## config.mk

```make
export PLATFORM = sky130hd
export DESIGN_NAME = ecc_mem_top
export DESIGN_NICKNAME = d
export VERILOG_FILES = /design/src/common/ecc_pkg.sv /design/src/design/ecc_mem_top.sv /design/src/design/ecc_memory.sv /design/src/design/apb_regs.sv /design/src/hamming/hamming_decoder.sv /design/src/hamming/hamming_encoder.sv
export VERILOG_INCLUDE_DIRS = /design/src /design/src/common
export SDC_FILE = /design/constraint.sdc
export NUM_CORES = 1
export LEC_CHECK = 0
export BUFFER_PORTS_ARGS = -buffer_cell sky130_fd_sc_hd__buf_4
export CAP_MARGIN = 10
export CELL_PAD_IN_SITES_DETAIL_PLACEMENT = 1
export CELL_PAD_IN_SITES_GLOBAL_PLACEMENT = 1
export CORE_UTILIZATION = 46
export DETAILED_ROUTE_END_ITERATION = 10
export PLACE_DENSITY_LB_ADDON = 0.1
export SYNTH_ARGS = -nofsm -noshare
export SYNTH_HDL_FRONTEND = slang
export SYNTH_SLANG_ARGS = --single-unit
```

## constraint.sdc

```tcl
create_clock -name clk -period 2.7 [get_ports clk]
set_input_delay 0.135 -clock clk [delete_from_list [all_inputs] [get_ports clk]]
set_output_delay 0.135 -clock clk [all_outputs]
set_load 0.01 [all_outputs]
```

## src/common/ecc_settings.svh

```systemverilog
////////////////////////////////////////
// Width and depth settings for the ECC
// memory, plus the Hamming size formulas
////////////////////////////////////////

`ifndef ECC_SETTINGS_SVH
`define ECC_SETTINGS_SVH

// Data word carried over APB and stored in memory
`define ECC_DATA_WIDTH 16

// Smallest parity count p whose covered data size 2^p-p-1 holds dw bits
`define GET_HAMMING_PARITY_WIDTH(dw) \
  (((dw) <= 1)   ? 2 : \
   ((dw) <= 4)   ? 3 : \
   ((dw) <= 11)  ? 4 : \
   ((dw) <= 26)  ? 5 : \
   ((dw) <= 57)  ? 6 : \
   ((dw) <= 120) ? 7 : 8)

// Padded data size covered by pw parity bits
`define GET_HAMMING_DATA_WIDTH(pw) ((2 ** (pw)) - (pw) - 1)

// Stored codeword, data plus parity
`define ECC_CODE_WIDTH (`ECC_DATA_WIDTH + `GET_HAMMING_PARITY_WIDTH(`ECC_DATA_WIDTH))

// Number of memory words
`define ECC_DEPTH 16

// APB address bus
`define ECC_ADDR_WIDTH 8

`endif
```

## src/common/ecc_pkg.sv

```systemverilog
////////////////////////////////////////
// Types shared by the ECC memory RTL
// and its testbench
////////////////////////////////////////

`default_nettype none

`include "ecc_settings.svh"

package ecc_pkg;

  // APB slave states
  typedef enum logic [1:0] {
    APB_IDLE    = 2'd0,
    APB_ACCESS  = 2'd1,
    APB_RD_WAIT = 2'd2
  } apb_state_e;

  // Register select from address decode
  typedef enum logic [2:0] {
    REG_MEM      = 3'd0,
    REG_INJECT   = 3'd1,
    REG_ERR_CNT  = 3'd2,
    REG_SYNDROME = 3'd3,
    REG_UNMAPPED = 3'd4
  } ecc_reg_e;

  // Request from the APB side to the codeword store
  typedef struct packed {
    logic                            wr_en;
    logic                            rd_en;
    logic [$clog2(`ECC_DEPTH)-1:0]   index;
    logic [`ECC_DATA_WIDTH-1:0]      data;
    logic [`ECC_CODE_WIDTH-1:0]      fault_mask;
  } mem_req_t;

  // Decoder output back to the APB side
  typedef struct packed {
    logic [`ECC_DATA_WIDTH-1:0]                            data;
    logic [`GET_HAMMING_PARITY_WIDTH(`ECC_DATA_WIDTH)-1:0] syndrome;
    logic                                                  corrected;
  } dec_result_t;

  // Coverage mask of one parity check
  // Bit i is set when 1-based position i+1 has bit parity_index set
  function automatic logic [63:0] hamming_cover(input int parity_index);
    logic [63:0] mask;
    mask = '0;
    for (int pos = 1; pos <= 64; pos++) begin
      mask[pos-1] = ((pos >> parity_index) & 1) != 0;
    end
    return mask;
  endfunction

endpackage

`default_nettype wire

```

## src/design/ecc_mem_top.sv

```systemverilog
////////////////////////////////////////
// ECC memory top level, APB slave in
// front of encoder, store and decoder
////////////////////////////////////////

`timescale 1ns/1ps
`default_nettype none

`include "ecc_settings.svh"

module ecc_mem_top (
  input  wire logic                       clk,
  input  wire logic                       rst,
  input  wire logic [`ECC_ADDR_WIDTH-1:0] paddr,
  input  wire logic                       psel,
  input  wire logic                       penable,
  input  wire logic                       pwrite,
  input  wire logic [31:0]                pwdata,
  output logic      [31:0]                prdata,
  output logic                            pready,
  output logic                            pslverr
);

  import ecc_pkg::*;

  mem_req_t                   mem_req;
  logic [`ECC_CODE_WIDTH-1:0] wr_code;
  logic [`ECC_CODE_WIDTH-1:0] rd_code;
  dec_result_t                dec;

  // Bus side
  apb_regs u_apb_regs (
    .clk     (clk),
    .rst     (rst),
    .paddr   (paddr),
    .psel    (psel),
    .penable (penable),
    .pwrite  (pwrite),
    .pwdata  (pwdata),
    .prdata  (prdata),
    .pready  (pready),
    .pslverr (pslverr),
    .mem_req (mem_req),
    .dec     (dec)
  );

  // Parity bits alone are not needed here
  hamming_encoder #(.DATA_WIDTH(`ECC_DATA_WIDTH)) u_encoder (
    .data  (mem_req.data),
    .code  (),
    .block (wr_code)
  );

  ecc_memory u_memory (
    .clk     (clk),
    .rst     (rst),
    .mem_req (mem_req),
    .wr_code (wr_code),
    .rd_code (rd_code)
  );

  // Decodes the registered read word
  hamming_decoder #(.DATA_WIDTH(`ECC_DATA_WIDTH)) u_decoder (
    .block  (rd_code),
    .result (dec)
  );

endmodule

`default_nettype wire

```

## src/design/ecc_memory.sv

```systemverilog
////////////////////////////////////////
// 16-word codeword store, fault mask
// applied on write, registered read
////////////////////////////////////////

`timescale 1ns/1ps
`default_nettype none

`include "ecc_settings.svh"

module ecc_memory (
  input  wire logic                       clk,
  input  wire logic                       rst,
  input  wire ecc_pkg::mem_req_t          mem_req,
  input  wire logic [`ECC_CODE_WIDTH-1:0] wr_code,
  output logic      [`ECC_CODE_WIDTH-1:0] rd_code
);

  import ecc_pkg::*;

  logic [`ECC_CODE_WIDTH-1:0] mem [`ECC_DEPTH];

  always_ff @(posedge clk) begin
    if (rst) begin
      // All-zero is a valid codeword for zero data
      for (int i = 0; i < `ECC_DEPTH; i++) begin
        mem[i] <= '0;
      end
      rd_code <= '0;
    end else begin
      // Injected faults land in the stored word
      if (mem_req.wr_en) begin
        mem[mem_req.index] <= wr_code ^ mem_req.fault_mask;
      end
      // Read word appears one cycle after the request
      // and holds until the next read
      if (mem_req.rd_en) begin
        rd_code <= mem[mem_req.index];
      end
    end
  end

  // Requests stay inside the array, index fully known
  a_index_in_depth: assert property (@(posedge clk) disable iff (rst)
    (mem_req.wr_en || mem_req.rd_en) |->
      (!$isunknown(mem_req.index) && (int'(mem_req.index) < `ECC_DEPTH)));

endmodule

`default_nettype wire

```

## src/design/apb_regs.sv

```systemverilog
////////////////////////////////////////
// APB slave for the ECC memory, with
// fault mask and error status registers
////////////////////////////////////////

`timescale 1ns/1ps
`default_nettype none

`include "ecc_settings.svh"

module apb_regs (
  input  wire logic                       clk,
  input  wire logic                       rst,
  input  wire logic [`ECC_ADDR_WIDTH-1:0] paddr,
  input  wire logic                       psel,
  input  wire logic                       penable,
  input  wire logic                       pwrite,
  input  wire logic [31:0]                pwdata,
  output logic      [31:0]                prdata,
  output logic                            pready,
  output logic                            pslverr,
  output ecc_pkg::mem_req_t               mem_req,
  input  wire ecc_pkg::dec_result_t       dec
);

  import ecc_pkg::*;

  localparam int INDEX_WIDTH = $clog2(`ECC_DEPTH);
  localparam int SYN_WIDTH   = `GET_HAMMING_PARITY_WIDTH(`ECC_DATA_WIDTH);

  apb_state_e                 state;
  apb_state_e                 state_next;
  ecc_reg_e                   reg_sel;
  logic                       access;
  logic                       mem_rd;
  logic                       wr_en;
  logic                       rd_en;
  logic [`ECC_CODE_WIDTH-1:0] inject_q;
  logic [15:0]                err_cnt_q;
  logic [SYN_WIDTH-1:0]       syndrome_q;

  // Address decode, memory window is everything below 0x80
  always_comb begin
    if (paddr < `ECC_ADDR_WIDTH'('h80)) begin
      reg_sel = REG_MEM;
    end else begin
      case (paddr)
        `ECC_ADDR_WIDTH'('h80): reg_sel = REG_INJECT;
        `ECC_ADDR_WIDTH'('h84): reg_sel = REG_ERR_CNT;
        `ECC_ADDR_WIDTH'('h88): reg_sel = REG_SYNDROME;
        default:                reg_sel = REG_UNMAPPED;
      endcase
    end
  end

  assign access = psel && penable;
  assign mem_rd = (reg_sel == REG_MEM) && !pwrite;

  // FSM, only memory reads take the wait state
  always_comb begin
    state_next = state;
    pready     = 1'b0;
    rd_en      = 1'b0;
    case (state)
      APB_IDLE: begin
        // Setup phase seen
        if (psel && !penable) begin
          state_next = APB_ACCESS;
        end
      end
      APB_ACCESS: begin
        if (!access) begin
          state_next = APB_IDLE;
        end else if (mem_rd) begin
          // Launch the read, data arrives next cycle
          rd_en      = 1'b1;
          state_next = APB_RD_WAIT;
        end else begin
          pready     = 1'b1;
          state_next = APB_IDLE;
        end
      end
      APB_RD_WAIT: begin
        pready     = access;
        state_next = APB_IDLE;
      end
      default: state_next = APB_IDLE;
    endcase
  end

  // Memory writes go out in the first access cycle
  assign wr_en = pready && pwrite && (reg_sel == REG_MEM);

  always_comb begin
    mem_req.wr_en      = wr_en;
    mem_req.rd_en      = rd_en;
    mem_req.index      = paddr[2 +: INDEX_WIDTH];
    mem_req.data       = pwdata[`ECC_DATA_WIDTH-1:0];
    mem_req.fault_mask = inject_q;
  end

  // Read data only in the completing cycle
  always_comb begin
    prdata = '0;
    if (pready && !pwrite) begin
      case (reg_sel)
        REG_MEM:      prdata[`ECC_DATA_WIDTH-1:0] = dec.data;
        REG_INJECT:   prdata[`ECC_CODE_WIDTH-1:0] = inject_q;
        REG_ERR_CNT:  prdata[15:0]                = err_cnt_q;
        REG_SYNDROME: prdata[SYN_WIDTH-1:0]       = syndrome_q;
        default:      prdata                      = '0;
      endcase
    end
  end

  assign pslverr = pready && (reg_sel == REG_UNMAPPED);

  always_ff @(posedge clk) begin
    if (rst) begin
      state      <= APB_IDLE;
      inject_q   <= '0;
      err_cnt_q  <= '0;
      syndrome_q <= '0;
    end else begin
      state <= state_next;
      if (pready && pwrite) begin
        case (reg_sel)
          // Mask is one-shot, spent by this store
          REG_MEM:     inject_q  <= '0;
          REG_INJECT:  inject_q  <= pwdata[`ECC_CODE_WIDTH-1:0];
          REG_ERR_CNT: err_cnt_q <= '0;
          default:     ;
        endcase
      end
      // Corrected read completing
      if (pready && mem_rd && dec.corrected) begin
        if (err_cnt_q != '1) begin
          err_cnt_q <= err_cnt_q + 1'b1;
        end
        syndrome_q <= dec.syndrome;
      end
    end
  end

  // Completion only inside an APB access phase
  a_pready_in_access: assert property (@(posedge clk) disable iff (rst)
    pready |-> (psel && penable));

  // Store and fetch never share a cycle
  a_wr_rd_exclusive: assert property (@(posedge clk) disable iff (rst)
    !(mem_req.wr_en && mem_req.rd_en));

endmodule

`default_nettype wire

```

## src/hamming/hamming_decoder.sv

```systemverilog
////////////////////////////////////////
// Combinational Hamming decoder with
// single-bit correction, no DED
////////////////////////////////////////

`timescale 1ns/1ps
`default_nettype none

`include "ecc_settings.svh"

module hamming_decoder #(
  parameter  int DATA_WIDTH   = `ECC_DATA_WIDTH,
  localparam int PARITY_WIDTH = `GET_HAMMING_PARITY_WIDTH(DATA_WIDTH),
  localparam int BLOCK_WIDTH  = DATA_WIDTH + PARITY_WIDTH
) (
  input  wire logic [BLOCK_WIDTH-1:0] block,
  output ecc_pkg::dec_result_t        result
);

  import ecc_pkg::*;

  logic [PARITY_WIDTH-1:0] syndrome;
  logic                    in_range;
  logic [BLOCK_WIDTH-1:0]  flip;
  logic [BLOCK_WIDTH-1:0]  fixed;
  logic [DATA_WIDTH-1:0]   data;

  // Recheck every parity group, parity bit included
  // A clean word gives all zeros
  for (genvar p = 0; p < PARITY_WIDTH; p++) begin : g_syndrome
    localparam logic [63:0] COVER = hamming_cover(p);
    assign syndrome[p] = ^(block & COVER[BLOCK_WIDTH-1:0]);
  end

  // Syndrome is the 1-based position of the bad bit
  // Values past the codeword come from multi-bit errors
  assign in_range = (syndrome != '0) && (int'(syndrome) <= BLOCK_WIDTH);

  // One-hot flip of the position named by the syndrome
  always_comb begin
    flip = '0;
    if (in_range) begin
      flip[syndrome - 1'b1] = 1'b1;
    end
  end

  assign fixed = block ^ flip;

  // Pull data back out of the non-power-of-two slots
  for (genvar pos = 1; pos <= BLOCK_WIDTH; pos++) begin : g_extract
    if ((pos & (pos - 1)) != 0) begin : g_data
      assign data[pos - $clog2(pos + 1) - 1] = fixed[pos-1];
    end
  end

  // Pack the result for the APB side
  always_comb begin
    result.data      = data;
    result.syndrome  = syndrome;
    result.corrected = in_range;
  end

endmodule

`default_nettype wire

```

## src/hamming/hamming_encoder.sv

```systemverilog
////////////////////////////////////////
// Combinational Hamming encoder, places
// parity at power-of-two positions
////////////////////////////////////////

`timescale 1ns/1ps
`default_nettype none

`include "ecc_settings.svh"

module hamming_encoder #(
  parameter  int DATA_WIDTH   = `ECC_DATA_WIDTH,
  localparam int PARITY_WIDTH = `GET_HAMMING_PARITY_WIDTH(DATA_WIDTH),
  localparam int BLOCK_WIDTH  = DATA_WIDTH + PARITY_WIDTH
) (
  input  wire logic [DATA_WIDTH-1:0]   data,
  output logic      [PARITY_WIDTH-1:0] code,
  output logic      [BLOCK_WIDTH-1:0]  block
);

  import ecc_pkg::*;

  // Full Hamming size for this parity count
  localparam int PAD_DATA_WIDTH  = `GET_HAMMING_DATA_WIDTH(PARITY_WIDTH);
  localparam int PAD_BLOCK_WIDTH = PAD_DATA_WIDTH + PARITY_WIDTH;

  logic [PAD_DATA_WIDTH-1:0]  data_pad;
  logic [PAD_BLOCK_WIDTH-1:0] spread;
  logic [PAD_BLOCK_WIDTH-1:0] block_pad;
  logic [PARITY_WIDTH-1:0]    parity;

  // Upper data bits are zero padding
  assign data_pad = {{(PAD_DATA_WIDTH - DATA_WIDTH){1'b0}}, data};

  // Walk the 1-based positions
  // Data fills non-power-of-two slots in ascending order
  for (genvar pos = 1; pos <= PAD_BLOCK_WIDTH; pos++) begin : g_place
    if ((pos & (pos - 1)) == 0) begin : g_parity
      // Parity slot, left empty in the data-only view
      assign spread[pos-1]    = 1'b0;
      assign block_pad[pos-1] = parity[$clog2(pos)];
    end else begin : g_data
      // Data index is the position minus the parity slots below it
      assign spread[pos-1]    = data_pad[pos - $clog2(pos + 1) - 1];
      assign block_pad[pos-1] = spread[pos-1];
    end
  end

  // Each parity bit covers the positions with its index bit set
  for (genvar p = 0; p < PARITY_WIDTH; p++) begin : g_parity_calc
    localparam logic [63:0] COVER = hamming_cover(p);
    assign parity[p] = ^(spread & COVER[PAD_BLOCK_WIDTH-1:0]);
  end

  assign code = parity;

  // Padding only lands above the real codeword
  assign block = block_pad[BLOCK_WIDTH-1:0];

endmodule

`default_nettype wire

```

==> impl_metrics.prom, run 1 <==
# TYPE chip_impl_metric gauge
chip_impl_metric{name="globalRouteOverflowTotal",unit=""} 0
chip_impl_info{name="crit_slowest_cell",value="sky130_fd_sc_hd__dfxtp_4"} 1
chip_impl_metric{name="chipHeight",unit="um"} 203
chip_impl_info{name="synthMostInstantiatedCell",value="sky130_fd_sc_hd__nor2_1"} 1
chip_impl_metric{name="fillers",unit=""} 3877
chip_impl_metric{name="power.leakage",unit="uW"} 0.00787
chip_impl_metric{name="num-nets-final",unit=""} 1594
chip_impl_metric{name="remaining_antenna_violation_count",unit=""} 0
chip_impl_metric{name="max_slew.worst_pin.slew",unit="ps"} 1200
chip_impl_info{name="run_status",value="finished, violations left"} 1
chip_impl_metric{name="p_total",unit="uW"} 14600
chip_impl_metric{name="cts_inserted_buffers",unit=""} 46
chip_impl_metric{name="place_congestion",unit=""} 0.809
chip_impl_metric{name="final_core_util",unit="%"} 57.0
chip_impl_metric{name="first_pass_grt_wire_length",unit="mm"} 79.0
chip_impl_info{name="violations_in_the_final_reports",value="setup timing"} 1
chip_impl_metric{name="worst_clock_skew",unit="ps"} 19.5
chip_impl_metric{name="postSynthCellCount",unit=""} 1418
chip_impl_metric{name="ir_worst_vdd",unit="mV"} 0.550
chip_impl_metric{name="clock_latency",unit="ps"} 580
chip_impl_metric{name="drv_slew",unit=""} 0
chip_impl_metric{name="ys_seq_area_share",unit="%"} 61.5
chip_impl_metric{name="proportion_of_synthesized_flip_flops_having_asynchronous_set_or_reset",unit="%"} 0
chip_impl_info{name="post_synth_main_area_contributors",value="sky130_fd_sc_hd__edfxtp_1 (55%), sky130_fd_sc_hd__mux4_2 (13%), sky130_fd_sc_hd__nor2_1 (7.8%)"} 1
chip_impl_metric{name="setup_total_negative_slack",unit="ps"} -3360
chip_impl_info{name="ys_dominant_reg_cell",value="sky130_fd_sc_hd__edfxtp_1"} 1
chip_impl_metric{name="fp.coreArea",unit="sq mm"} 0.0397
chip_impl_metric{name="die_x",unit="um"} 203
chip_impl_metric{name="clk_path_buf_depth",unit=""} 3
chip_impl_metric{name="place_ws",unit="ps"} 41.1
chip_impl_metric{name="synthDominantCellAreaShare",unit="%"} 54.5
chip_impl_metric{name="post-dp-hpwl",unit="mm"} 35.1
chip_impl_metric{name="synth-edff-count",unit=""} 336
chip_impl_metric{name="boundaryPins",unit=""} 79
chip_impl_metric{name="final_critical_path_time_including_i_o_delays_and_setup",unit="ps"} 2960
chip_impl_metric{name="globalRouteTotalUtil",unit="%"} 25.8
chip_impl_metric{name="num_rows",unit=""} 73
chip_impl_info{name="most_frequent_cp_cell",value="sky130_fd_sc_hd__buf_4"} 1
chip_impl_metric{name="crit_buf_inv",unit=""} 4
chip_impl_metric{name="required",unit="ps"} 2570
chip_impl_metric{name="finalSetupViolations",unit=""} 21
chip_impl_metric{name="yosys_warnings",unit=""} 0
chip_impl_metric{name="critical_path.max_fanout",unit=""} 3
chip_impl_metric{name="number_of_global_route_vias_before_repair",unit=""} 12700
chip_impl_metric{name="max-cap-violations",unit=""} 0
chip_impl_info{name="critical_path_s_top_delay_family",value="XOR/XNOR gates"} 1
chip_impl_metric{name="clock_tree.htree_level_count",unit=""} 2
chip_impl_metric{name="timing.final.ws_setup",unit="ps"} -262
chip_impl_info{name="yosys-top-cells-count",value="sky130_fd_sc_hd__nor2_1 (383), sky130_fd_sc_hd__edfxtp_1 (336), sky130_fd_sc_hd__mux4_2 (105)"} 1
chip_impl_info{name="synth_top_cell_by_area",value="sky130_fd_sc_hd__edfxtp_1"} 1
chip_impl_metric{name="timing.final.crit_share",unit="%"} 110
chip_impl_metric{name="drt_first_iter_violations",unit=""} 832
chip_impl_metric{name="via_per_inst",unit=""} 5.76
chip_impl_info{name="worst-setup-path-type",value="flop to output port"} 1
chip_impl_metric{name="slew-limit-headroom",unit="%"} 19.9
chip_impl_metric{name="mappedNetlistArea",unit="sq mm"} 0.0185
chip_impl_metric{name="grt_max_degree",unit=""} 73
chip_impl_metric{name="post_detailed_route_wirelength_per_cell",unit="um"} 24.9
chip_impl_metric{name="vias",unit=""} 12100
chip_impl_info{name="rsz_0062_raised_after_global_routing",value="yes"} 1
chip_impl_metric{name="number_of_antenna_violations_at_the_first_check_in_global_routing",unit=""} 0
chip_impl_info{name="worst_setup_path_end_kind",value="output port"} 1
chip_impl_metric{name="totalWireLength",unit="mm"} 52.4
chip_impl_metric{name="firstDrtPassIters",unit=""} 5
chip_impl_metric{name="hold_violations",unit=""} 0
chip_impl_metric{name="io_buffer_count",unit=""} 56
chip_impl_metric{name="critPathMaxStageDelay",unit="ps"} 370
chip_impl_metric{name="start_util",unit="%"} 46.6
chip_impl_metric{name="areaGrowthSynthToFinish",unit="%"} 22.3
chip_impl_info{name="worstHoldPathType",value="input pin to flop"} 1
chip_impl_metric{name="worst_setup_hold_path_clk_slew",unit="ps"} 60
chip_impl_info{name="clock_tree.root_cell",value="sky130_fd_sc_hd__clkbuf_16"} 1
chip_impl_metric{name="fin_worst_hold_slack",unit="ps"} 83.4
chip_impl_metric{name="post_synth.cell_area_avg",unit="sq um"} 13.1
chip_impl_info{name="worstPathCellList",value="buf_6, xnor2_4, xnor2_4, xor2_2, buf_4, buf_4, nand3_1, nor2_2, xnor2_1, o22ai_1, buf_4"} 1
chip_impl_metric{name="remaining_drc_errors",unit=""} 0
chip_impl_metric{name="fmax",unit="MHz"} 338
chip_impl_metric{name="antenna_cells",unit=""} 0
chip_impl_metric{name="die_area",unit="sq mm"} 0.0410
chip_impl_info{name="cts_tree",value="built"} 1
chip_impl_metric{name="worstPathArrival",unit="ps"} 2830
chip_impl_metric{name="power_per_cell_area",unit="mW/mm^2"} 644
chip_impl_info{name="setup.worst_path.start_class",value="flop"} 1
chip_impl_metric{name="postSynthRegisterBits",unit=""} 401
chip_impl_metric{name="share_of_layout_cells_above_drive_strength_1",unit="%"} 29.1
chip_impl_metric{name="clock_sink_count",unit=""} 401
chip_impl_metric{name="yosysUniqueCellTypes",unit=""} 56
[metal layers]
layer	track usage [%]	wire (um)	share of wire (%)
met1	34.8	22300	43
met2	43.4	26400	50
met3	3.61	2290	4.4
met4	7.65	1420	2.7
met5	0	0	0
[registers in the layout, indices dropped and copies added (netlist names)]
signal                 cells
u_apb_regs.err_cnt_q      16
u_apb_regs.inject_q       21
u_apb_regs.state           2
u_apb_regs.syndrome_q      5
u_memory.mem             336
u_memory.rd_code          21
[cells in the final DEF, fill, tap and decap left out, types with 5 or more instances in the layout]
cell / n
sky130_fd_sc_hd__bufinv_16: 6
sky130_fd_sc_hd__a21oi_1: 43
sky130_fd_sc_hd__mux4_2: 105
sky130_fd_sc_hd__clkinv_1: 6
sky130_fd_sc_hd__o21ai_2: 7
sky130_fd_sc_hd__dfxtp_2: 10
sky130_fd_sc_hd__clkbuf_16: 47
sky130_fd_sc_hd__o22ai_1: 6
sky130_fd_sc_hd__nor3_2: 7
sky130_fd_sc_hd__buf_6: 8
sky130_fd_sc_hd__edfxtp_1: 336
sky130_fd_sc_hd__nor3_1: 5
sky130_fd_sc_hd__xnor2_2: 14
sky130_fd_sc_hd__inv_1: 6
sky130_fd_sc_hd__nand2b_1: 5
sky130_fd_sc_hd__dlygate4sd3_1: 23
sky130_fd_sc_hd__dfxtp_4: 7
sky130_fd_sc_hd__nor2_2: 5
sky130_fd_sc_hd__or4_1: 7
sky130_fd_sc_hd__mux2i_1: 9
sky130_fd_sc_hd__and3_1: 8
sky130_fd_sc_hd__a22oi_1: 32
sky130_fd_sc_hd__o31ai_1: 5
sky130_fd_sc_hd__nand2_1: 77
sky130_fd_sc_hd__clkinv_2: 8
sky130_fd_sc_hd__conb_1: 11
sky130_fd_sc_hd__nand2b_2: 11
sky130_fd_sc_hd__xnor2_1: 55
sky130_fd_sc_hd__dfxtp_1: 48
sky130_fd_sc_hd__or2_2: 5
sky130_fd_sc_hd__buf_4: 131
sky130_fd_sc_hd__nor2_1: 374
sky130_fd_sc_hd__nand3_1: 11
sky130_fd_sc_hd__buf_12: 24
sky130_fd_sc_hd__clkbuf_1: 9
sky130_fd_sc_hd__o21a_1: 7
sky130_fd_sc_hd__xnor2_4: 11
[power breakdown]
part / switching (uW) / total (uW) / internal (uW)
clock network: 2570 / 6370 / 3800
logic: 784 / 1320 / 532
registers: 53.8 / 6900 / 6850
total: 3400 / 14600 / 11200
[kinds of logic after synthesis]
kind of cell               synth area share, %
muxes                                     13.3
AOI/OAI and AO/OA                         4.70
other                                   0.0203
buffers and inverters                     2.87
xor gates and xnor gates                  4.82
DFF                                       61.5
and+or+nand+nor                           12.5
adders and majority gates                0.270
[layout make-up]
type | count | area (sq um) | area share, %
Clock buffer | 57 | 1220 | 5.41
Multi-Input combinational cell | 904 | 7220 | 31.9
Timing Repair Buffer | 186 | 1780 | 7.88
Clock inverter | 25 | 303 | 1.34
Tap cell | 525 | 657 | 2.90
Inverter | 6 | 22.5 | 0.0995
Sequential cell | 401 | 11400 | 50.5
[metrics by stage]
stage / instances / area [sq um]
3_3_place_gp: 1983 / 20100
3_5_place_dp: 1983 / 20100
5_1_grt: 2104 / 22600
6_report: 2104 / 22600
2_1_floorplan: 1428 / 18600
4_1_cts: 2101 / 22400
[path summary, 6_finish.rpt]
kind	cells past startpoint	endpoint	slack (ps)	start
max reg2reg	9	u_apb_regs.err_cnt_q[3]	-80	u_memory.rd_code[18]
max	11	prdata[15]	-260	u_memory.rd_code[19]
min reg2reg	2	u_apb_regs.syndrome_q[0]	460	u_apb_regs.syndrome_q[0]
min	4	u_apb_regs.err_cnt_q[8]	80	rst
[worst min-delay path, stage by stage]
cell,delay (ps)
sky130_fd_sc_hd__buf_4,90
sky130_fd_sc_hd__a31oi_1,190
sky130_fd_sc_hd__nand2_1,130
sky130_fd_sc_hd__mux2i_1,50
[timing repair]
action / CTS / global route
hold endpoints to repair: 23 / 0
hold buffers: 23 / 0
cloned: 0 / 0
setup endpoints to repair: 16 / 325
gates resized for setup: 79 / 45
setup buffers: 13 / 3
pin swaps: 34 / 18
Note: power is estimated with default switching activity, not from simulation.
==> inputs of run 2 (changes only) <==
--- a/config.mk
+++ b/config.mk
@@ -7,5 +7,5 @@
 export NUM_CORES = 1
 export LEC_CHECK = 0
-export BUFFER_PORTS_ARGS = -buffer_cell sky130_fd_sc_hd__buf_4
+export BUFFER_PORTS_ARGS = -buffer_cell sky130_fd_sc_hd__buf_2
 export CAP_MARGIN = 10
 export CELL_PAD_IN_SITES_DETAIL_PLACEMENT = 1
==> constraint.sdc (replaced) <==
create_clock -name clk -period 2.7 [get_ports clk]
set_input_delay 0.135 -clock clk [delete_from_list [all_inputs] [get_ports clk]]
set_output_delay 0.135 -clock clk [all_outputs]
set_load 0.02 [all_outputs]
==> impl_metrics.prom, run 2 (synthesized netlist as in run 1, its figures left out) <==
# TYPE chip_impl_metric gauge
chip_impl_info{name="run_status",value="finished, violations left"} 1
chip_impl_info{name="violations_in_the_final_reports",value="setup timing"} 1
chip_impl_metric{name="die_area",unit="sq mm"} 0.0410
chip_impl_metric{name="drt_first_iter_violations",unit=""} 1008
chip_impl_metric{name="p_total",unit="uW"} 14100
chip_impl_info{name="layout.cells.most_common",value="sky130_fd_sc_hd__nor2_1"} 1
chip_impl_metric{name="boundaryPins",unit=""} 79
chip_impl_metric{name="ff2ff_path_depth",unit=""} 10
chip_impl_metric{name="max-cap-violations",unit=""} 0
chip_impl_info{name="leading_registers_by_flop_count",value="u_memory.mem x336, u_apb_regs.inject_q x21, u_memory.rd_code x21"} 1
chip_impl_info{name="cts_tree",value="built"} 1
chip_impl_info{name="rsz_0062_raised_after_global_routing",value="yes"} 1
chip_impl_metric{name="totalWireLength",unit="mm"} 59.4
chip_impl_metric{name="first_pass_grt_wire_length",unit="mm"} 85.7
chip_impl_info{name="worstHoldPathType",value="input pin to flop"} 1
chip_impl_metric{name="number_of_global_route_vias_before_repair",unit=""} 13100
chip_impl_metric{name="final_critical_path_time_including_i_o_delays_and_setup",unit="ps"} 3020
chip_impl_metric{name="ir_worst_vdd",unit="mV"} 0.440
chip_impl_info{name="holdCritStartpoint",value="penable"} 1
chip_impl_info{name="worst-setup-path-type",value="flop to output port"} 1
chip_impl_metric{name="start_util",unit="%"} 46.6
chip_impl_metric{name="fmax",unit="MHz"} 331
chip_impl_info{name="timing.rr.end",value="u_apb_regs.err_cnt_q[7]"} 1
chip_impl_info{name="timing.rr.start",value="u_memory.rd_code[2]"} 1
chip_impl_metric{name="clock_sink_count",unit=""} 401
chip_impl_metric{name="chipHeight",unit="um"} 203
chip_impl_metric{name="num_rows",unit=""} 73
chip_impl_metric{name="num-nets-final",unit=""} 1639
chip_impl_metric{name="worst_clock_skew",unit="ps"} 24.4
chip_impl_metric{name="worstPathArrival",unit="ps"} 2880
chip_impl_info{name="crit_slowest_cell",value="sky130_fd_sc_hd__xnor3_2"} 1
chip_impl_metric{name="power_per_cell_area",unit="mW/mm^2"} 608
chip_impl_info{name="top_register",value="u_memory.mem"} 1
chip_impl_metric{name="globalRouteTotalUtil",unit="%"} 28.6
chip_impl_info{name="worstPathCellList",value="xor2_2, xnor3_2, xor2_4, buf_12, o2111ai_4, nor2_1, xnor2_1, o22ai_1, buf_4"} 1
chip_impl_info{name="hold_path_end",value="u_apb_regs.state[1]"} 1
chip_impl_metric{name="worst_hold_path.num_cells",unit=""} 4
chip_impl_metric{name="fin_worst_hold_slack",unit="ps"} 29.2
chip_impl_metric{name="clk_path_buf_depth",unit=""} 3
chip_impl_metric{name="slew-limit-headroom",unit="%"} 42.1
chip_impl_metric{name="finish.cell_count_without_fillers",unit=""} 2150
chip_impl_metric{name="finalSetupViolations",unit=""} 44
chip_impl_metric{name="final_core_util",unit="%"} 58.3
chip_impl_metric{name="share_of_layout_cells_above_drive_strength_1",unit="%"} 32.1
chip_impl_metric{name="grt_max_degree",unit=""} 74
chip_impl_metric{name="setup.reg_to_reg.worst_slack",unit="ps"} -140
chip_impl_info{name="worst_setup_path_end_kind",value="output port"} 1
chip_impl_metric{name="io_buffer_count",unit=""} 56
chip_impl_metric{name="worst_setup_hold_path_clk_slew",unit="ps"} 60
chip_impl_metric{name="remaining_antenna_violation_count",unit=""} 0
chip_impl_metric{name="areaGrowthSynthToFinish",unit="%"} 25.0
chip_impl_metric{name="clock_latency",unit="ps"} 580
chip_impl_metric{name="required",unit="ps"} 2570
chip_impl_metric{name="remaining_drc_errors",unit=""} 0
chip_impl_metric{name="post-dp-hpwl",unit="mm"} 36.8
chip_impl_metric{name="fillers",unit=""} 3898
chip_impl_metric{name="place_congestion",unit=""} 0.843
chip_impl_info{name="clock_tree.root_cell",value="sky130_fd_sc_hd__clkbuf_16"} 1
chip_impl_metric{name="critPathMaxStageDelay",unit="ps"} 550
chip_impl_metric{name="critical_path.max_fanout",unit=""} 4
chip_impl_metric{name="largest_reg_flops",unit=""} 336
chip_impl_metric{name="cts_inserted_buffers",unit=""} 44
chip_impl_metric{name="setup_total_negative_slack",unit="ps"} -4370
chip_impl_metric{name="post_detailed_route_wirelength_per_cell",unit="um"} 27.6
chip_impl_info{name="most-common-layout-cells",value="sky130_fd_sc_hd__nor2_1 (374), sky130_fd_sc_hd__edfxtp_1 (336), sky130_fd_sc_hd__buf_4 (115)"} 1
chip_impl_metric{name="hold_violations",unit=""} 0
chip_impl_metric{name="via_per_inst",unit=""} 5.93
chip_impl_metric{name="timing.final.crit_share",unit="%"} 112
chip_impl_metric{name="fp.coreArea",unit="sq mm"} 0.0397
chip_impl_metric{name="number_of_antenna_violations_at_the_first_check_in_global_routing",unit=""} 0
chip_impl_metric{name="antenna_cells",unit=""} 0
chip_impl_metric{name="power.leakage",unit="uW"} 0.00816
chip_impl_metric{name="timing.final.ws_setup",unit="ps"} -320
chip_impl_metric{name="max_slew.worst_pin.slew",unit="ps"} 868
chip_impl_info{name="setup.worst_path.start_class",value="flop"} 1
chip_impl_metric{name="drv_slew",unit=""} 0
chip_impl_metric{name="vias",unit=""} 12800
chip_impl_metric{name="dp.cells",unit=""} 1994
chip_impl_metric{name="die_x",unit="um"} 203
chip_impl_metric{name="clock_tree.htree_level_count",unit=""} 2
chip_impl_metric{name="globalRouteOverflowTotal",unit=""} 0
chip_impl_metric{name="firstDrtPassIters",unit=""} 5
==> run 2: layout make-up <==
class / instances / area (sq um) / area share [%]
clock buffer: 56 / 1190 / 5.13
clock inverter: 25 / 153 / 0.660
inverter: 6 / 25.0 / 0.108
multi-input combinational: 904 / 7400 / 32.0
sequential: 401 / 11400 / 49.4
tap: 525 / 657 / 2.84
timing repair buffer: 233 / 2290 / 9.89
==> run 2: report_power, final <==
| part | internal (uW) | switching [uW] |
|---|---|---|
| sequential | 6840 | 52.4 |
| clock | 3210 | 2530 |
| combinational | 583 | 865 |
==> run 2: layer usage <==
layer | up-vias | wire length, um | GRT usage [%]
li1 | 5483 | - | -
met1 | 6732 | 24600 | 38.3
met2 | 426 | 29400 | 47.6
met3 | 110 | 3640 | 4.67
met4 | 0 | 1800 | 9.56
met5 | - | 0 | 0
==> run 2: through the flow <==
step	worst slack [ps]	instance area, sq um
2_1_floorplan	7.67	18600
3_3_place_gp	35.7	20200
3_5_place_dp	-6.22	20200
4_1_cts	-266	22400
5_1_grt	-434	23100
6_report	-320	23100
==> run 2: worst max path at each step <==
stage / from / to / slack, ps / cells past startpoint
after floorplan: u_apb_regs.state[1] / u_memory.mem[14][0] / 8 / 9
after global placement: u_apb_regs.state[1] / u_memory.mem[14][9] / 40 / 11
after detailed placement: u_apb_regs.state[1] / u_memory.mem[14][5] / -6 / 11
after CTS: u_memory.rd_code[19] / prdata[5] / -270 / 9
after global routing: u_memory.rd_code[5] / prdata[2] / -430 / 10
final: u_memory.rd_code[2] / prdata[2] / -320 / 9
==> run 2: timing repair <==
action / in CTS / in global routing
resized for setup: 111 / 67
pin swaps: 48 / 28
cloned: 0 / 12
setup buffers: 18 / 23
setup endpoints to repair: 62 / 507
hold buffers: 23 / 0
hold endpoints to repair: 23 / 0
==> run 2: worst max-delay path: cells and delay by family (launching register included) <==
kind / cells / cell delay, ps
xor gates and xnor gates: 4 / 1040
AOI/OAI and AO/OA: 2 / 460
DFF: 1 / 360
buffers and inverters: 2 / 340
and+or+nand+nor: 1 / 90
==> inputs of run 3 (changes only) <==
Settings changed: CORE_ASPECT_RATIO set to 0.5, SLEW_MARGIN set to 15.
==> impl_metrics.prom, run 3 (synthesized netlist as in run 1, its figures left out) <==
# TYPE chip_impl_metric gauge
chip_impl_info{name="run_status",value="finished, violations left"} 1
chip_impl_info{name="violations_in_the_final_reports",value="setup timing"} 1
chip_impl_metric{name="io_buffer_count",unit=""} 56
chip_impl_metric{name="slew-limit-headroom",unit="%"} 35.8
chip_impl_metric{name="clock_latency",unit="ps"} 560
chip_impl_metric{name="largest_reg_flops",unit=""} 336
chip_impl_metric{name="number_of_antenna_violations_at_the_first_check_in_global_routing",unit=""} 1
chip_impl_info{name="worst_setup_path_startpoint",value="u_memory.rd_code[3]"} 1
chip_impl_metric{name="vias",unit=""} 12600
chip_impl_metric{name="clk_path_buf_depth",unit=""} 3
chip_impl_metric{name="worst_setup_hold_path_clk_slew",unit="ps"} 70
chip_impl_metric{name="timing.final.crit_share",unit="%"} 109
chip_impl_metric{name="power.leakage",unit="uW"} 0.00799
chip_impl_metric{name="dp.cells",unit=""} 2004
chip_impl_metric{name="num-nets-final",unit=""} 1623
chip_impl_info{name="worst_setup_path_end_kind",value="output port"} 1
chip_impl_info{name="worst_setup_path_endpoint",value="prdata[11]"} 1
chip_impl_metric{name="firstDrtPassIters",unit=""} 6
chip_impl_metric{name="cts_inserted_buffers",unit=""} 38
chip_impl_info{name="critical_path_s_top_delay_family",value="XOR/XNOR gates"} 1
chip_impl_metric{name="worst_clock_skew",unit="ps"} 29.3
chip_impl_info{name="timing.rr.start",value="u_apb_regs.state[1]"} 1
chip_impl_metric{name="p_sw",unit="uW"} 3320
chip_impl_metric{name="power_per_cell_area",unit="mW/mm^2"} 600
chip_impl_metric{name="finalSetupViolations",unit=""} 16
chip_impl_metric{name="start_util",unit="%"} 47.2
chip_impl_metric{name="share_of_layout_cells_above_drive_strength_1",unit="%"} 31.0
chip_impl_metric{name="setup.reg_to_reg.worst_slack",unit="ps"} 30
chip_impl_metric{name="ff2ff_path_depth",unit=""} 11
chip_impl_info{name="crit_slowest_cell",value="sky130_fd_sc_hd__xnor3_2"} 1
chip_impl_info{name="top_register",value="u_memory.mem"} 1
chip_impl_metric{name="grt_max_degree",unit=""} 76
chip_impl_metric{name="remaining_drc_errors",unit=""} 0
chip_impl_metric{name="fin_worst_hold_slack",unit="ps"} 194
chip_impl_metric{name="first_pass_grt_wire_length",unit="mm"} 81.2
chip_impl_metric{name="clkPwrFrac",unit="%"} 39.4
chip_impl_metric{name="final_critical_path_time_including_i_o_delays_and_setup",unit="ps"} 2960
chip_impl_metric{name="drt_first_iter_violations",unit=""} 1405
chip_impl_metric{name="fmax",unit="MHz"} 338
chip_impl_metric{name="ir_worst_vdd",unit="mV"} 0.375
chip_impl_metric{name="path_depth",unit=""} 8
chip_impl_metric{name="post-dp-hpwl",unit="mm"} 36.7
chip_impl_info{name="clock_tree.root_cell",value="sky130_fd_sc_hd__clkbuf_16"} 1
chip_impl_info{name="worstHoldPathType",value="input pin to flop"} 1
chip_impl_metric{name="max_slew.worst_pin.slew",unit="ps"} 963
chip_impl_info{name="setup.worst_path.start_class",value="flop"} 1
chip_impl_metric{name="number_of_global_route_vias_before_repair",unit=""} 12700
chip_impl_metric{name="required",unit="ps"} 2570
chip_impl_metric{name="num_rows",unit=""} 51
chip_impl_metric{name="areaGrowthSynthToFinish",unit="%"} 23.5
chip_impl_info{name="rsz_0062_raised_after_global_routing",value="yes"} 1
chip_impl_metric{name="critPathMaxStageDelay",unit="ps"} 510
chip_impl_info{name="worstPathCellList",value="xnor2_2, xnor3_2, xnor2_4, or3_4, o21a_1, o21ai_2, a21oi_2, buf_4"} 1
chip_impl_metric{name="totalWireLength",unit="mm"} 55.9
chip_impl_info{name="worst-setup-path-type",value="flop to output port"} 1
chip_impl_metric{name="dp_area",unit="sq mm"} 0.0202
chip_impl_info{name="leading_registers_by_flop_count",value="u_memory.mem x336, u_apb_regs.inject_q x21, u_memory.rd_code x21"} 1
chip_impl_metric{name="globalRouteOverflowTotal",unit=""} 0
chip_impl_metric{name="remaining_antenna_violation_count",unit=""} 0
chip_impl_metric{name="power.share.combinational",unit="%"} 10.4
chip_impl_metric{name="chipHeight",unit="um"} 144
chip_impl_metric{name="clock_sink_count",unit=""} 401
chip_impl_metric{name="clock_tree.htree_level_count",unit=""} 2
chip_impl_metric{name="fp.coreArea",unit="sq mm"} 0.0392
chip_impl_metric{name="die_area",unit="sq mm"} 0.0411
chip_impl_metric{name="boundaryPins",unit=""} 79
chip_impl_info{name="timing.rr.end",value="u_memory.mem[14][9]"} 1
chip_impl_info{name="layout.cells.most_common",value="sky130_fd_sc_hd__nor2_1"} 1
chip_impl_info{name="most-common-layout-cells",value="sky130_fd_sc_hd__nor2_1 (376), sky130_fd_sc_hd__edfxtp_1 (336), sky130_fd_sc_hd__mux4_2 (105), sky130_fd_sc_hd__buf_4 (105), sky130_fd_sc_hd__nand2_1 (77)"} 1
chip_impl_metric{name="critical_path.max_fanout",unit=""} 7
chip_impl_metric{name="place_congestion",unit=""} 0.886
chip_impl_metric{name="worstPathArrival",unit="ps"} 2820
chip_impl_info{name="cts_tree",value="built"} 1
chip_impl_metric{name="crit_buf_inv",unit=""} 1
chip_impl_metric{name="power.internal",unit="uW"} 10400
chip_impl_metric{name="drv_slew",unit=""} 0
chip_impl_metric{name="hold_violations",unit=""} 0
chip_impl_metric{name="globalRouteTotalUtil",unit="%"} 26.9
chip_impl_metric{name="seq_power_share",unit="%"} 50.2
chip_impl_metric{name="finish.cell_count_without_fillers",unit=""} 2135
chip_impl_metric{name="max-cap-violations",unit=""} 0
chip_impl_metric{name="via_per_inst",unit=""} 5.90
chip_impl_metric{name="timing.final.ws_setup",unit="ps"} -255
chip_impl_metric{name="post_detailed_route_wirelength_per_cell",unit="um"} 26.2
chip_impl_metric{name="stdcell_area",unit="sq mm"} 0.0229
chip_impl_metric{name="die_x",unit="um"} 286
chip_impl_metric{name="power_switching_share",unit="%"} 24.2
chip_impl_metric{name="final_core_util",unit="%"} 58.2
run 3: area by class of cell:
type | count | area (sq um)
antenna | 1 | 2.50
timing repair buffer | 217 | 2080
multi-input combinational | 910 | 7440
fill | 3767 | 16400
clock buffer | 52 | 1030
tap | 530 | 663
clock inverter | 18 | 186
sequential | 401 | 11400
inverter | 6 | 22.5
run 3: power by group through the flow:
stage	Clock (uW)	Sequential [uW]	Combinational [uW]
global route	5700	6900	1490
detailed placement	0	7040	1310
finish	5400	6890	1430
CTS	5450	6890	1380
floorplan	0	7010	742
global placement	0	7020	1290
run 3: metrics by stage:
step,TNS [ps],power [uW],setup WS [ps]
global route,-9530,14100,-332
CTS,-2490,13700,-224
finish,-2740,13700,-255
global placement,-1970,8310,-75.8
detailed placement,-15210,8340,-170
floorplan,0,7750,7.67
run 3: how the worst min path moves through the flow:
stage               start                      end  slack (ps)  depth (start not counted)
6_report          penable      u_apb_regs.state[1]         190                          4
5_1_grt           penable      u_apb_regs.state[1]         170                          4
4_1_cts           penable      u_apb_regs.state[1]          10                          4
3_5_place_dp   pwdata[19]  u_apb_regs.inject_q[19]         390                          3
3_3_place_gp   pwdata[18]  u_apb_regs.inject_q[18]         370                          3
2_1_floorplan   pwdata[0]   u_apb_regs.inject_q[0]         280                          2
run 3: worst reg2reg max path: stages (launching register included):
cell and delay (ps):
sky130_fd_sc_hd__dfxtp_2 330, sky130_fd_sc_hd__inv_2 80, sky130_fd_sc_hd__ha_1 200, sky130_fd_sc_hd__o21ai_1 110, sky130_fd_sc_hd__a21oi_2 210, sky130_fd_sc_hd__nand2_1 100
sky130_fd_sc_hd__or3_4 470, sky130_fd_sc_hd__nor3b_4 270, sky130_fd_sc_hd__buf_6 160, sky130_fd_sc_hd__nand3_4 210, sky130_fd_sc_hd__clkbuf_16 280, sky130_fd_sc_hd__nor2_1 120
run 3: metal layers:
layer	GRT usage [%]	wire length, um	share of wire, %
met1	40.3	25600	46
met2	42.3	25900	46
met3	3.95	3600	6.4
met4	4.53	802	1.4
met5	0	0	0
run 3: what timing repair did:
action	4_1_cts	5_1_grt
hold buffers	23	0
buffers inserted	16	12
endpoints found under the hold margin	23	0
cloned	2	7
resized for setup	109	68
pin swaps	36	38
endpoints found under the setup margin	405	421
